### src/verilog/daa_pkg.sv
package daa_pkg;

  // Reserved broadcast address 7E with the read bit set
  localparam logic [7:0] RSVD_BYTE = 8'hFD;

  // PID (48) + BCR (8) + DCR (8)
  localparam logic [6:0] ID_BITS = 7'd64;

  typedef enum logic [3:0] {
    Idle            = 4'h0,
    WaitStart       = 4'h1,
    ReceiveRsvdByte = 4'h2,
    AckRsvdByte     = 4'h3,
    SendNack        = 4'h4,
    SendID          = 4'h5,
    PrepareIDBit    = 4'h6,
    SendIDBit       = 4'h7,
    LostArbitration = 4'h8,
    ReceiveAddr     = 4'h9,
    AckAddr         = 4'ha,
    Done            = 4'hb,
    Error           = 4'hc
  } daa_state_e;

  // Bit transmitter phases
  typedef enum logic [1:0] {
    TxWaitFall = 2'd0,
    TxDrive    = 2'd1,
    TxSample   = 2'd2,
    TxFinish   = 2'd3
  } tx_phase_e;

  typedef struct packed {
    logic scl_rise;
    logic scl_fall;
    logic start;
    logic rstart;
    logic stop;
    logic sda;
  } bus_events_t;

  // value of 1 releases SDA
  typedef struct packed {
    logic req_bit;
    logic value;
  } tx_req_t;

  typedef struct packed {
    logic [7:0] data;
    logic       done;
  } rx_resp_t;

endpackage

### src/verilog/bus_monitor.sv
`timescale 1ns/1ps

module bus_monitor
  import daa_pkg::*;
(
  input  logic        clk_i,
  input  logic        rst_ni,
  input  logic        scl_i,
  input  logic        sda_i,
  output bus_events_t events_o
);

  logic [1:0] scl_sync_q;
  logic [1:0] sda_sync_q;
  logic       scl_prev_q;
  logic       sda_prev_q;
  logic       busy_q;
  logic       scl_high;
  logic       sda_fall;
  logic       sda_rise;

  // Idle bus is high on both lines
  always_ff @(posedge clk_i or negedge rst_ni) begin
    if (!rst_ni) begin
      scl_sync_q <= 2'b11;
      sda_sync_q <= 2'b11;
      scl_prev_q <= 1'b1;
      sda_prev_q <= 1'b1;
    end else begin
      scl_sync_q <= {scl_sync_q[0], scl_i};
      sda_sync_q <= {sda_sync_q[0], sda_i};
      scl_prev_q <= scl_sync_q[1];
      sda_prev_q <= sda_sync_q[1];
    end
  end

  assign scl_high = scl_sync_q[1] & scl_prev_q;
  assign sda_fall = ~sda_sync_q[1] & sda_prev_q;
  assign sda_rise = sda_sync_q[1] & ~sda_prev_q;

  always_ff @(posedge clk_i or negedge rst_ni) begin
    if (!rst_ni) begin
      busy_q <= 1'b0;
    end else if (scl_high && sda_rise) begin
      busy_q <= 1'b0;
    end else if (scl_high && sda_fall) begin
      busy_q <= 1'b1;
    end
  end

  assign events_o.scl_rise = scl_sync_q[1] & ~scl_prev_q;
  assign events_o.scl_fall = ~scl_sync_q[1] & scl_prev_q;
  assign events_o.start    = scl_high & sda_fall & ~busy_q;
  assign events_o.rstart   = scl_high & sda_fall & busy_q;
  assign events_o.stop     = scl_high & sda_rise;
  assign events_o.sda      = sda_sync_q[1];

endmodule

### src/verilog/bus_rx.sv
`timescale 1ns/1ps

module bus_rx
  import daa_pkg::*;
(
  input  logic        clk_i,
  input  logic        rst_ni,
  input  bus_events_t events_i,
  input  logic        rx_req_i,
  output rx_resp_t    rx_o
);

  logic [2:0] bit_cnt_q;
  logic [7:0] shift_q;
  logic       done_q;
  logic       clear;
  logic       sample;

  // Any frame boundary or dropped request restarts the byte
  assign clear  = events_i.start | events_i.rstart | events_i.stop | ~rx_req_i;
  assign sample = rx_req_i & events_i.scl_rise;

  always_ff @(posedge clk_i or negedge rst_ni) begin
    if (!rst_ni) begin
      bit_cnt_q <= '0;
      done_q    <= 1'b0;
    end else if (clear) begin
      bit_cnt_q <= '0;
      done_q    <= 1'b0;
    end else if (sample) begin
      // Counter wraps to zero after the eighth bit
      bit_cnt_q <= bit_cnt_q + 3'd1;
      done_q    <= (bit_cnt_q == 3'd7);
    end else begin
      done_q    <= 1'b0;
    end
  end

  // MSB first
  always_ff @(posedge clk_i) begin
    if (sample) begin
      shift_q <= {shift_q[6:0], events_i.sda};
    end
  end

  assign rx_o.data = shift_q;
  assign rx_o.done = done_q;

endmodule

### src/verilog/bus_tx.sv
`timescale 1ns/1ps

module bus_tx
  import daa_pkg::*;
(
  input  logic        clk_i,
  input  logic        rst_ni,
  input  bus_events_t events_i,
  input  tx_req_t     tx_req_i,
  output logic        sda_oe_o,
  output logic        tx_done_o,
  output logic        arb_lost_o
);

  tx_phase_e phase_q;
  logic      scl_low_q;
  logic      oe_q;
  logic      lost_q;
  logic      bus_reset;

  assign bus_reset = events_i.start | events_i.rstart | events_i.stop;

  // Tracks the SCL low phase so back-to-back bits need no extra fall
  always_ff @(posedge clk_i or negedge rst_ni) begin
    if (!rst_ni) begin
      scl_low_q <= 1'b0;
    end else if (events_i.scl_fall) begin
      scl_low_q <= 1'b1;
    end else if (events_i.scl_rise) begin
      scl_low_q <= 1'b0;
    end
  end

  always_ff @(posedge clk_i or negedge rst_ni) begin
    if (!rst_ni) begin
      phase_q <= TxWaitFall;
      oe_q    <= 1'b0;
      lost_q  <= 1'b0;
    end else if (bus_reset) begin
      phase_q <= TxWaitFall;
      oe_q    <= 1'b0;
      lost_q  <= 1'b0;
    end else begin
      unique case (phase_q)
        TxWaitFall: begin
          if (tx_req_i.req_bit && (events_i.scl_fall || scl_low_q)) begin
            phase_q <= TxDrive;
          end
        end
        TxDrive: begin
          oe_q    <= ~tx_req_i.value;
          lost_q  <= 1'b0;
          phase_q <= TxSample;
        end
        TxSample: begin
          if (events_i.scl_rise) begin
            // Released but someone else pulled the line low
            lost_q  <= tx_req_i.value & ~events_i.sda;
            phase_q <= TxFinish;
          end
        end
        TxFinish: begin
          if (events_i.scl_fall) begin
            oe_q    <= 1'b0;
            phase_q <= TxWaitFall;
          end
        end
        default: begin
          phase_q <= TxWaitFall;
        end
      endcase
    end
  end

  assign sda_oe_o   = oe_q;
  assign tx_done_o  = (phase_q == TxFinish) & events_i.scl_fall;
  assign arb_lost_o = tx_done_o & lost_q;

endmodule

### src/verilog/ccc_entdaa.sv
`timescale 1ns/1ps

module ccc_entdaa
  import daa_pkg::*;
(
  input  logic        clk_i,
  input  logic        rst_ni,
  input  logic [47:0] id_i,
  input  logic [7:0]  dcr_i,
  input  logic [7:0]  bcr_i,
  input  logic        start_daa_i,
  input  bus_events_t events_i,
  input  rx_resp_t    rx_i,
  input  logic        tx_done_i,
  input  logic        arb_lost_i,
  output logic        done_daa_o,
  output logic        rx_req_o,
  output tx_req_t     tx_req_o,
  output logic [6:0]  address_o,
  output logic        address_valid_o
);

  daa_state_e  state_q;
  daa_state_e  state_d;
  logic [6:0]  id_bit_count;
  logic        load_id_counter;
  logic        tick_id_counter;
  logic        rsvd_byte_det;
  logic [63:0] device_id;
  logic        parity_ok;

  assign rsvd_byte_det = (rx_i.data == RSVD_BYTE);
  assign device_id     = {id_i, bcr_i, dcr_i};

  // Odd parity over address and parity bit together
  assign parity_ok = ^rx_i.data;

  assign done_daa_o = (state_q == Done);

  always_ff @(posedge clk_i or negedge rst_ni) begin
    if (!rst_ni) begin
      id_bit_count <= '0;
    end else if (load_id_counter) begin
      id_bit_count <= ID_BITS;
    end else if (tick_id_counter) begin
      id_bit_count <= id_bit_count - 7'd1;
    end
  end

  always_comb begin
    state_d = state_q;
    unique case (state_q)
      Idle: begin
        if (start_daa_i) begin
          state_d = WaitStart;
        end
      end
      WaitStart: begin
        if (events_i.rstart) begin
          state_d = ReceiveRsvdByte;
        end
      end
      ReceiveRsvdByte: begin
        if (rx_i.done) begin
          state_d = rsvd_byte_det ? AckRsvdByte : SendNack;
        end
      end
      AckRsvdByte: begin
        if (tx_done_i) begin
          state_d = SendID;
        end
      end
      SendNack: begin
        if (tx_done_i) begin
          state_d = Error;
        end
      end
      SendID: begin
        state_d = PrepareIDBit;
      end
      PrepareIDBit: begin
        state_d = SendIDBit;
      end
      SendIDBit: begin
        if (tx_done_i) begin
          // Another target won this bit
          if (arb_lost_i) begin
            state_d = LostArbitration;
          end else if (id_bit_count == '0) begin
            state_d = ReceiveAddr;
          end else begin
            state_d = PrepareIDBit;
          end
        end
      end
      LostArbitration: begin
        state_d = Error;
      end
      ReceiveAddr: begin
        if (rx_i.done) begin
          state_d = parity_ok ? AckAddr : SendNack;
        end
      end
      AckAddr: begin
        if (tx_done_i) begin
          state_d = Done;
        end
      end
      Done: begin
        state_d = Idle;
      end
      Error: begin
        // Left only by STOP
      end
      default: begin
        state_d = Idle;
      end
    endcase
  end

  always_comb begin
    rx_req_o         = 1'b0;
    tx_req_o.req_bit = 1'b0;
    tx_req_o.value   = 1'b1;
    load_id_counter  = 1'b0;
    tick_id_counter  = 1'b0;
    address_o        = '0;
    address_valid_o  = 1'b0;
    unique case (state_q)
      ReceiveRsvdByte: begin
        rx_req_o = 1'b1;
      end
      AckRsvdByte: begin
        tx_req_o.req_bit = 1'b1;
        tx_req_o.value   = 1'b0;
      end
      SendNack: begin
        tx_req_o.req_bit = 1'b1;
        tx_req_o.value   = 1'b1;
      end
      SendID: begin
        load_id_counter = 1'b1;
      end
      PrepareIDBit: begin
        tick_id_counter = 1'b1;
      end
      SendIDBit: begin
        tx_req_o.req_bit = 1'b1;
        tx_req_o.value   = device_id[id_bit_count[5:0]];
      end
      ReceiveAddr: begin
        rx_req_o = 1'b1;
        if (rx_i.done && parity_ok) begin
          address_o       = rx_i.data[7:1];
          address_valid_o = 1'b1;
        end
      end
      AckAddr: begin
        tx_req_o.req_bit = 1'b1;
        tx_req_o.value   = 1'b0;
      end
      default: begin
      end
    endcase
  end

  // STOP ends any sequence in progress
  always_ff @(posedge clk_i or negedge rst_ni) begin
    if (!rst_ni) begin
      state_q <= Idle;
    end else if (events_i.stop && (state_q != Idle)) begin
      state_q <= Done;
    end else begin
      state_q <= state_d;
    end
  end

endmodule

### src/verilog/daa_target_top.sv
`timescale 1ns/1ps

module daa_target_top
  import daa_pkg::*;
(
  input  logic        clk_i,
  input  logic        rst_ni,
  input  logic        scl_i,
  input  logic        sda_i,
  output logic        sda_oe_o,
  input  logic [47:0] pid_i,
  input  logic [7:0]  bcr_i,
  input  logic [7:0]  dcr_i,
  input  logic        start_daa_i,
  output logic        done_daa_o,
  output logic [6:0]  dyn_addr_o,
  output logic        dyn_addr_valid_o
);

  bus_events_t events;
  rx_resp_t    rx_resp;
  tx_req_t     tx_req;
  logic        rx_req;
  logic        tx_done;
  logic        arb_lost;

  bus_monitor i_bus_monitor (
    .clk_i    (clk_i),
    .rst_ni   (rst_ni),
    .scl_i    (scl_i),
    .sda_i    (sda_i),
    .events_o (events)
  );

  bus_rx i_bus_rx (
    .clk_i    (clk_i),
    .rst_ni   (rst_ni),
    .events_i (events),
    .rx_req_i (rx_req),
    .rx_o     (rx_resp)
  );

  // Open drain only and SCL is never driven
  bus_tx i_bus_tx (
    .clk_i      (clk_i),
    .rst_ni     (rst_ni),
    .events_i   (events),
    .tx_req_i   (tx_req),
    .sda_oe_o   (sda_oe_o),
    .tx_done_o  (tx_done),
    .arb_lost_o (arb_lost)
  );

  ccc_entdaa i_ccc_entdaa (
    .clk_i           (clk_i),
    .rst_ni          (rst_ni),
    .id_i            (pid_i),
    .dcr_i           (dcr_i),
    .bcr_i           (bcr_i),
    .start_daa_i     (start_daa_i),
    .events_i        (events),
    .rx_i            (rx_resp),
    .tx_done_i       (tx_done),
    .arb_lost_i      (arb_lost),
    .done_daa_o      (done_daa_o),
    .rx_req_o        (rx_req),
    .tx_req_o        (tx_req),
    .address_o       (dyn_addr_o),
    .address_valid_o (dyn_addr_valid_o)
  );

endmodule

### config.mk
export PLATFORM = sky130hd
export DESIGN_NAME = daa_target_top
export DESIGN_NICKNAME = d
export VERILOG_FILES = /design/src/verilog/daa_pkg.sv /design/src/verilog/bus_monitor.sv /design/src/verilog/bus_rx.sv /design/src/verilog/bus_tx.sv /design/src/verilog/ccc_entdaa.sv /design/src/verilog/daa_target_top.sv
export SDC_FILE = /design/constraint.sdc
export NUM_CORES = 1
export LEC_CHECK = 0
export BUFFER_PORTS_ARGS = -buffer_cell sky130_fd_sc_hd__clkbuf_2
export CAP_MARGIN = 5
export CORE_UTILIZATION = 56
export DETAILED_ROUTE_END_ITERATION = 6
export GPL_TIMING_DRIVEN = 0
export PLACE_DENSITY = 0.87
export SKIP_LAST_GASP = 1
export SLEW_MARGIN = 20
export SYNTH_ARGS = -nofsm -noshare
export SYNTH_HDL_FRONTEND = slang
export SYNTH_SLANG_ARGS = --single-unit
### constraint.sdc
create_clock -name clk_i -period 4.6 [get_ports clk_i]
set_input_delay 0.46 -clock clk_i [delete_from_list [all_inputs] [get_ports clk_i]]
set_output_delay 0.46 -clock clk_i [all_outputs]
set_load 0.01 [all_outputs]
==> impl_results.md, run 1 <==
* Initial core utilization at 0.593
* Final GP Congestion at a little over 0.9
* Crit path DAT at about 2.7 ns
* Post-DP HPWL at about 4.7 mm
* Antenna violations before repair at 0
* Worst-path fanout max at 8
* Main synth FF type: dfrtp_1
* Antenna cells at 0
* Die width at approximately 70 um
* Number of buffers created by CTS at 5
* Fin cells at roughly 400
* Max Cap Viol at 0
* Tot GR Track Use at 0.259
* Distinct cell type count after synthesis at 48
* First-pass GRT wire length at ~10 mm
* Vias per cell at roughly 6
* Final hold vios at 0
* Worst slew pin tran at just under 0.9 ns
* Flop2flop setup slack at about 2.3 ns
* Clock root buffer: clkbuf_8
* Total Neg Setup Slack at 0 ns
* Clock sinks at 35
* Post-route minimum period at roughly 3.1 ns
* CTS tree: yes
* CP Capture Type: output pin
* Antenna viol nets, final at 0
* Req. time, crit path at 4.14 ns
* LEAKAGE at 1.44 nW
* Clk slew on worst S/H paths at roughly 0.07 ns
* Hold Crit Class: primary input to async pin
* Final nets at between 400 and 500
* Async SR Flop Fraction at 0.771
* Clock power frac at 0.139
* EDFF count, synth at 8
* Overflow after GRT at 0
* Die ar. at around 5000 sq um
* Hold-fix buffers, CTS at 0
* Number of global-route vias before repair at 2226
* Clock Tree Buf Depth at 2
* Internal power at roughly 0.00095 W
* Fmax at about 0.32 GHz
* Via count at between 2k and 2.5k
* Fin crit share at 0.682
* Core Area at ~4400 sq um
* Io pins at ~80
* DP Cell Count at 391
* Die Ht at about 70 um
* Fraction of layout cells with a size suffix above 1 at 0.314
* Outcome: complete, no violations
* Critical Path Start Type: flip-flop
* Net Count, Synth at ~350
* PortBufs at a little under 80
* Sequential share of the synthesized area at 0.353
* Iteration-0 DRC Markers at ~260
* Avg Inst Size Synth at ~10 sq um
* Reg2reg path depth at 10
* Power Density at 524 nW/um^2
* RSZ-0062 raised after global routing: false
* Mapped Cells at about 260
* PostCTS Resize Cnt at 0
* Clock skew at 0.0108 ns
* Area grow syn2layout at 21.1%
* Fill count at about 320
* Drt pass-1 iters at 4
* Slew margin rel. at 0.400
* Wire length per cell at roughly 15 um
* Final WL at just over 6 mm
* Flop pwr share at 0.269
* Final number of max-transition violations at 0
* #FFs+latches synth at 35
* Clk Latency, worst-skew pair at a little under 0.3 ns
* Worst VDD drop at about 0.00034 V
* Final setup violating endpoints at 0
* FF-to-FF End: i_ccc_entdaa.state_q[2]$_DFFE_PN0P_
* Setup repair bufs after CTS at 0
* CTS H-Tree Depth at 2
* Syn Std Cell Area at 2620 sq um
* Number of warnings issued by yosys at 0
* Cell Rows at 24
* Net Sw Frac at 0.429
* Largest net degree at the start of global routing at 28
* Critical path class: flip-flop to output pin
* Worst R2R Start: i_ccc_entdaa.id_bit_count[0]$_DFFE_PN0P_
* Hold_ws at between 0.15 and 0.2 ns
* P_sw at 0.000714 W
* DRC at 0
* Comb pwr share at 0.592
-- area by class of cell --
class                           instances  area [sq um]  share of cell area
Multi-Input combinational cell        194          1560               0.491
Sequential cell                        35           923               0.291
Tap cell                               52          65.1              0.0205
Inverter                               17          63.8              0.0201
Timing Repair Buffer                   78           390               0.123
Clock inverter                          1          5.00             0.00158
Clock buffer                            7          86.3              0.0272
Buffer                                 15          80.1              0.0253
-- cells in the final DEF, fill, tap and decap left out, types with 6 or more instances in the layout --
cell type,synthesis,layout
nor3_1,7,7
inv_1,17,17
o21ai_0,12,12
dfrtp_1,21,21
edfxtp_1,8,8
a21oi_1,16,16
clkbuf_2,0,78
mux4_2,9,9
and2_1,9,9
clkbuf_8,0,6
mux2i_1,18,18
clkbuf_1,9,10
ha_1,16,16
nand2_1,24,24
nor2_1,18,18
dfstp_2,6,6
-- worst max path at each step --
stage	to	cells after the start	slack (ns)	start
floorplan	dyn_addr_o[0]	6	2.03	i_bus_rx.shift_q[2]$_DFFE_PP_
global placement	dyn_addr_o[0]	7	1.87	i_bus_rx.shift_q[2]$_DFFE_PP_
detailed placement	dyn_addr_o[6]	7	1.77	i_bus_rx.shift_q[6]$_DFFE_PP_
CTS	dyn_addr_o[6]	8	1.43	i_bus_rx.shift_q[1]$_DFFE_PP_
global route	dyn_addr_o[1]	8	1.12	i_bus_rx.shift_q[1]$_DFFE_PP_
finish	dyn_addr_o[6]	8	1.46	i_bus_rx.shift_q[1]$_DFFE_PP_
-- cell usage after synthesis, types with 2 or more instances --
cell,instances,area share
mux4_2,9,0.077
nor2b_1,4,0.0096
xor2_1,2,0.0067
a221oi_1,2,0.0067
a22oi_1,2,0.0057
edfxtp_1,8,0.092
buf_4,2,0.0057
a21oi_1,16,0.031
o211ai_1,2,0.0057
buf_6,2,0.0086
nand2_1,24,0.034
mux2_2,2,0.0086
nand4_1,4,0.0096
o21ai_0,12,0.023
ha_1,16,0.076
a211oi_1,4,0.011
dfrtp_1,21,0.20
nor4_1,2,0.0048
o22ai_1,2,0.0048
mux4_1,5,0.050
nand2b_1,3,0.0072
nor3b_1,3,0.0086
mux2i_1,18,0.069
or3_1,3,0.0072
nor3_1,7,0.013
inv_1,17,0.024
nand3_1,2,0.0038
dfstp_2,6,0.060
a31oi_1,5,0.012
and2_1,9,0.021
xnor2_1,5,0.017
nor2_1,18,0.026
clkbuf_1,9,0.013
-- routing by layer --
metal  wire, um  up-vias  part of all wire  global-route usage
li1           -     1134                 -                   -
met1       2620     1112              0.43               0.344
met2       2910       96              0.48               0.416
met3        369       16             0.061              0.0505
met4        131        0             0.022               0.104
met5          0        -                 0                   0
-- sequential cells by signal, indices dropped and copies added (netlist names), 2 cells and up --
signal                     cells
i_bus_monitor.scl_sync_q       2
i_bus_monitor.sda_sync_q       2
i_bus_rx.bit_cnt_q             3
i_bus_rx.shift_q               8
i_bus_tx.phase_q               2
i_ccc_entdaa.id_bit_count      7
i_ccc_entdaa.state_q           4
-- worst max-delay path, cell delays in order, from the launching register on --
cell,delay (ns)
edfxtp_1,0.42
inv_1,0.08
ha_1,0.23
xnor2_1,0.22
xnor2_1,0.18
nand2_1,0.13
nor4_1,0.76
and2_1,0.23
clkbuf_2,0.13
-- power groups by stage --
stage / Clock (W) / Sequential [W] / Combinational (W)
global placement: 0 / 0.000449 / 0.000943
CTS: 0.000234 / 0.000447 / 0.000968
detailed placement: 0 / 0.000453 / 0.000962
floorplan: 0 / 0.000441 / 0.000763
global route: 0.000243 / 0.000458 / 0.00108
finish: 0.000231 / 0.000447 / 0.000985
-- stage by stage --
stage	area [sq um]	setup slack, ns	util	power, W
floorplan	2620	2.03	-	0.00120
global placement	3070	1.87	0.696	0.00139
detailed placement	3070	1.77	0.696	0.00142
CTS	3170	1.43	0.717	0.00165
global route	3170	1.12	0.718	0.00178
finish	3170	1.46	0.718	0.00166
-- cell families after synthesis --
| logic type | count (synthesis) | synth area share |
|---|---|---|
| simple gates | 84 | 0.161 |
| compound gates | 53 | 0.126 |
| flops | 35 | 0.353 |
| mux | 34 | 0.205 |
| buf+inv | 32 | 0.0549 |
| fa+ha+maj | 16 | 0.0764 |
| xor+xnor | 7 | 0.0234 |
No activity file was read; power rests on OpenSTA's default activity.
==> run 2, diff against run 1 <==
Settings changed: ABC_AREA set to 1, CORE_UTILIZATION 56 to 52, PLACE_DENSITY 0.87 to 0.82.
Clock period 4.6 ns to 3 ns, I/O delays scaled along.
==> run 2 against run 1 <==
Compared with the run above:
- clock power rose by 89%
- worst setup slack got worse by 0.80 ns
- worst hold slack got worse by 0.16 ns
- non-clock buffer count fell by 2
- clock skew fell by 0.0041 ns
- largest cell class unchanged
- power rose by 57%
- cell area rose by 1.6%
==> impl_results.md, run 2 <==
* Slew margin rel. at 0.530 (was 0.400)
* Count leader, synth: nand2_1 (unchanged)
* Clk slew on worst S/H paths at 0.08 ns (was 0.07 ns)
* Vias per cell at 5.10 (was 5.91)
* PortBufs at 78 (unchanged)
* Via count at 2717 (was 2358)
* Top cells by count, synth: nand2_1 (120), nand3_1 (71), inv_1 (32) (was nand2_1 (24), dfrtp_1 (21), mux2i_1 (18), nor2_1 (18), inv_1 (17))
* Final GP Congestion at 0.947 (was 0.928)
* CTS H-Tree Depth at 2 (unchanged)
* Worst-path fanout max at 7 (was 8)
* Outcome: complete, no violations (unchanged)
* Hold_ws at 0.0287 ns (was 0.191 ns)
* Clock Tree Buf Depth at 2 (unchanged)
* Cell Rows at 25 (was 24)
* Share of the synthesized area in the top cell type at 0.200 (was 0.201)
* Clk Latency, worst-skew pair at 0.30 ns (was 0.29 ns)
* Fraction of layout cells with a size suffix above 1 at 0.281 (was 0.314)
* Worst VDD drop at 0.000451 V (was 0.000341 V)
* Total Neg Setup Slack at 0 ns (unchanged)
* Post-route minimum period at about 2.3 ns
* GRT Max-Usage Layer: met2 (unchanged)
* Max Cap Viol at 0 (unchanged)
* Async SR Flop Fraction at 0.771 (unchanged)
* Core Area at 4790 sq um (was 4410 sq um)
* Max FFs per register at 8 (unchanged)
* Critical Path Start Type: flip-flop (unchanged)
* Die Ht at 73.1 um (was 70.4 um)
* Reg2reg path depth at 3 (was 10)
* Area grow syn2layout at 22.5% (was 21.1%)
* Most common cell after layout, fill and taps aside: nand2_1 (was clkbuf_2)
* Slowest stage cell, crit path: edfxtp_1 (was nor4_1)
* Req. time, crit path at 2.70 ns (was 4.14 ns)
* Mapped Cells at 380 (was 261)
* Drt pass-1 iters at 4 (unchanged)
* Flop2flop setup slack at 1.07 ns (was 2.29 ns)
* Synth top area cells: dfrtp_1 (20%), nand2_1 (17%), nand3_1 (14%) (was dfrtp_1 (20%), edfxtp_1 (9.2%), mux4_2 (7.7%))
* Initial core utilization at 0.550 (was 0.593)
* Final number of max-transition violations at 0 (unchanged)
* Die ar. at 5350 sq um (was 4950 sq um)
* LEAKAGE at 1.73 nW (was 1.44 nW)
* Multi-input gate area at 1460 sq um (was 1560 sq um)
* Antenna cells at 0 (unchanged)
* WP depth at 8 (unchanged)
* Final hold vios at 0 (unchanged)
* Cells along the critical path: ha_1 -> xnor2_1 -> xnor2_1 -> nand2_1 -> nor2_1 -> inv_2 -> nor2_1 -> clkbuf_2 (was inv_1 -> ha_1 -> xnor2_1 -> xnor2_1 -> nand2_1 -> nor4_1 -> and2_1 -> clkbuf_2)
* Io pins at 79 (unchanged)
* #FFs+latches synth at 35 (unchanged)
* RSZ-0062 raised after global routing: false (unchanged)
* Final nets at 550 (was 431)
* Post-DP HPWL at 5.03 mm (was 4.75 mm)
* Buffers & Inverters on Critical Path at 2 (unchanged)
* CTS tree: yes (unchanged)
* Net Count, Synth at 465 (was 346)
* Util after Layout at 0.673 (was 0.718)
* Distinct cell type count after synthesis at 33 (was 48)
* Main synth FF type: dfrtp_1 (unchanged)
* Fin crit share at 0.781
* FF-to-FF End: i_bus_rx.shift_q[4]$_DFFE_PP_ (was i_ccc_entdaa.state_q[2]$_DFFE_PN0P_)
* Number of buffers created by CTS at 5 (unchanged)
* Register area at 923 sq um (unchanged)
* Hold Crit Class: primary input to async pin (unchanged)
* Wire length per cell at 12.1 um (was 15.1 um)
* Syn Std Cell Area at 2630 sq um (was 2620 sq um)
* Antenna viol nets, final at 0 (unchanged)
* Clock root buffer: clkbuf_8 (unchanged)
* Worst Setup EP: dyn_addr_o[0] (was dyn_addr_o[6])
* Largest area contributor in the netlist: dfrtp_1 (unchanged)
* EDFF count, synth at 8 (unchanged)
* DP Cell Count at 525 (was 391)
* Overflow after GRT at 0 (unchanged)
* Crit path DAT at 2.04 ns (was 2.68 ns)
* Clock skew at 0.00663 ns (was 0.0108 ns)
* Number of warnings issued by yosys at 0 (unchanged)
* Met2 Use GR at 0.443 (was 0.416)
* Most flop-heavy register: i_bus_rx.shift_q (unchanged)
* CP Capture Type: output pin (unchanged)
* PostCTS Resize Cnt at 0 (unchanged)
* CP startpoint: i_bus_rx.shift_q[2]$_DFFE_PP_ (was i_bus_rx.shift_q[1]$_DFFE_PP_)
* Avg Inst Size Synth at 6.92 sq um (was 10.0 sq um)
* Critical path class: flip-flop to output pin (unchanged)
* Setup repair bufs after CTS at 0 (unchanged)
* M1 GR Usage at 0.326 (was 0.344)
* First-pass GRT wire length at 10.7 mm (was 10.0 mm)
* Largest net degree at the start of global routing at 28 (unchanged)
* Number of global-route vias before repair at 2525 (was 2226)
* Hold-fix buffers, CTS at 0 (unchanged)
* Die width at 73.1 um (was 70.4 um)
* Antenna violations before repair at 0 (unchanged)
* Sequential share of the synthesized area at 0.351 (was 0.353)
* Final setup violating endpoints at 0 (unchanged)
* Fmax at between 0.4 and 0.5 GHz
* Iteration-0 DRC Markers at 176 (was 256)
* Final WL at 6.46 mm (was 6.04 mm)
* Power Density at 809 nW/um^2 (was 524 nW/um^2)
* Tot GR Track Use at 0.256 (was 0.259)
* Max incr delay on CP at 0.43 ns (was 0.76 ns)
* Fin cells at 533 (was 399)
* Worst R2R Start: i_bus_monitor.scl_sync_q[1]$_DFF_PN1_ (was i_ccc_entdaa.id_bit_count[0]$_DFFE_PN0P_)
* DRC at 0 (unchanged)
* Commonest cells after routing, fill and taps aside: nand2_1 (120), clkbuf_2 (78), nand3_1 (71), inv_1 (32), nor2_1 (25) (was clkbuf_2 (78), nand2_1 (24), dfrtp_1 (21), nor2_1 (18), mux2i_1 (18))
* Largest regs: i_bus_rx.shift_q (8), i_ccc_entdaa.id_bit_count (7), i_ccc_entdaa.state_q (4) (unchanged)
* Worst slew pin tran at 0.702 ns (was 0.892 ns)
* Fill count at 436 (was 318)
* Top delay family on crit path: flip-flops (was simple AND/OR/NAND/NOR gates)
* Clock sinks at 35 (unchanged)
* Met3 usage at 0.0414 (was 0.0505)
==> run 2: layout make-up <==
class / instances / area share
plain buffers: 13 / 0.0225
clock buffers: 5 / 0.0214
clock inverters: 3 / 0.0148
inverters: 44 / 0.0528
multi-input cells: 288 / 0.455
flip-flops and latches: 35 / 0.287
well taps: 67 / 0.0260
repair buffers: 78 / 0.121
==> run 2: worst min path at each step <==
stage,start,to,slack [ns],depth (start not counted)
5_1_grt,scl_i,i_bus_monitor.scl_sync_q[0]$_DFF_PN1_,0.06,1
4_1_cts,rst_ni,i_bus_rx.bit_cnt_q[1]$_DFFE_PN0P_,0.04,1
2_1_floorplan,rst_ni,i_bus_monitor.busy_q$_DFFE_PN0P_,0.004,0
3_5_place_dp,i_bus_monitor.scl_sync_q[0]$_DFF_PN1_,i_bus_monitor.scl_sync_q[1]$_DFF_PN1_,0.35,0
6_report,rst_ni,i_bus_rx.bit_cnt_q[1]$_DFFE_PN0P_,0.03,1
3_3_place_gp,rst_ni,i_bus_rx.bit_cnt_q[1]$_DFFE_PN0P_,0.35,1
==> run 2: layer usage <==
layer,wire length (um),vias to the layer above
met2,3100,83
met5,0,-
li1,-,1402
met4,70,0
met3,302,9
met1,2980,1223
==> run 2: power breakdown <==
part | switching (W) | internal (W)
clock | 0.000185 | 0.000252
combinational | 0.000937 | 0.000547
sequential | 0.0000836 | 0.000599
==> run 2: per-stage QoR <==
stage / total power, W / worst slack [ns] / cell area [sq um]
6_report: 0.00260 / 0.658 / 3220
5_1_grt: 0.00284 / 0.538 / 3220
4_1_cts: 0.00260 / 0.670 / 3220
3_5_place_dp: 0.00216 / 1.01 / 3100
3_3_place_gp: 0.00212 / 1.05 / 3100
2_1_floorplan: 0.00182 / 1.08 / 2630
==> run 2: worst reg2reg max path: stages, from the launching register on <==
cell and delay [ns]:
dfstp_2 0.57, ha_1 0.28, inv_1 0.14, nor2_1 0.57
==> run 2: cell families (layout without fill, tap and decap cells) <==
kind of cell               Yosys count  in the layout  synth area share
AOI/OAI and AO/OA                   34             34            0.0771
xor gates and xnor gates             4              4            0.0133
adders and majority gates           16             16            0.0761
buffers and inverters               57            143            0.0923
DFF                                 35             35             0.351
and+or+nand+nor                    234            234             0.390
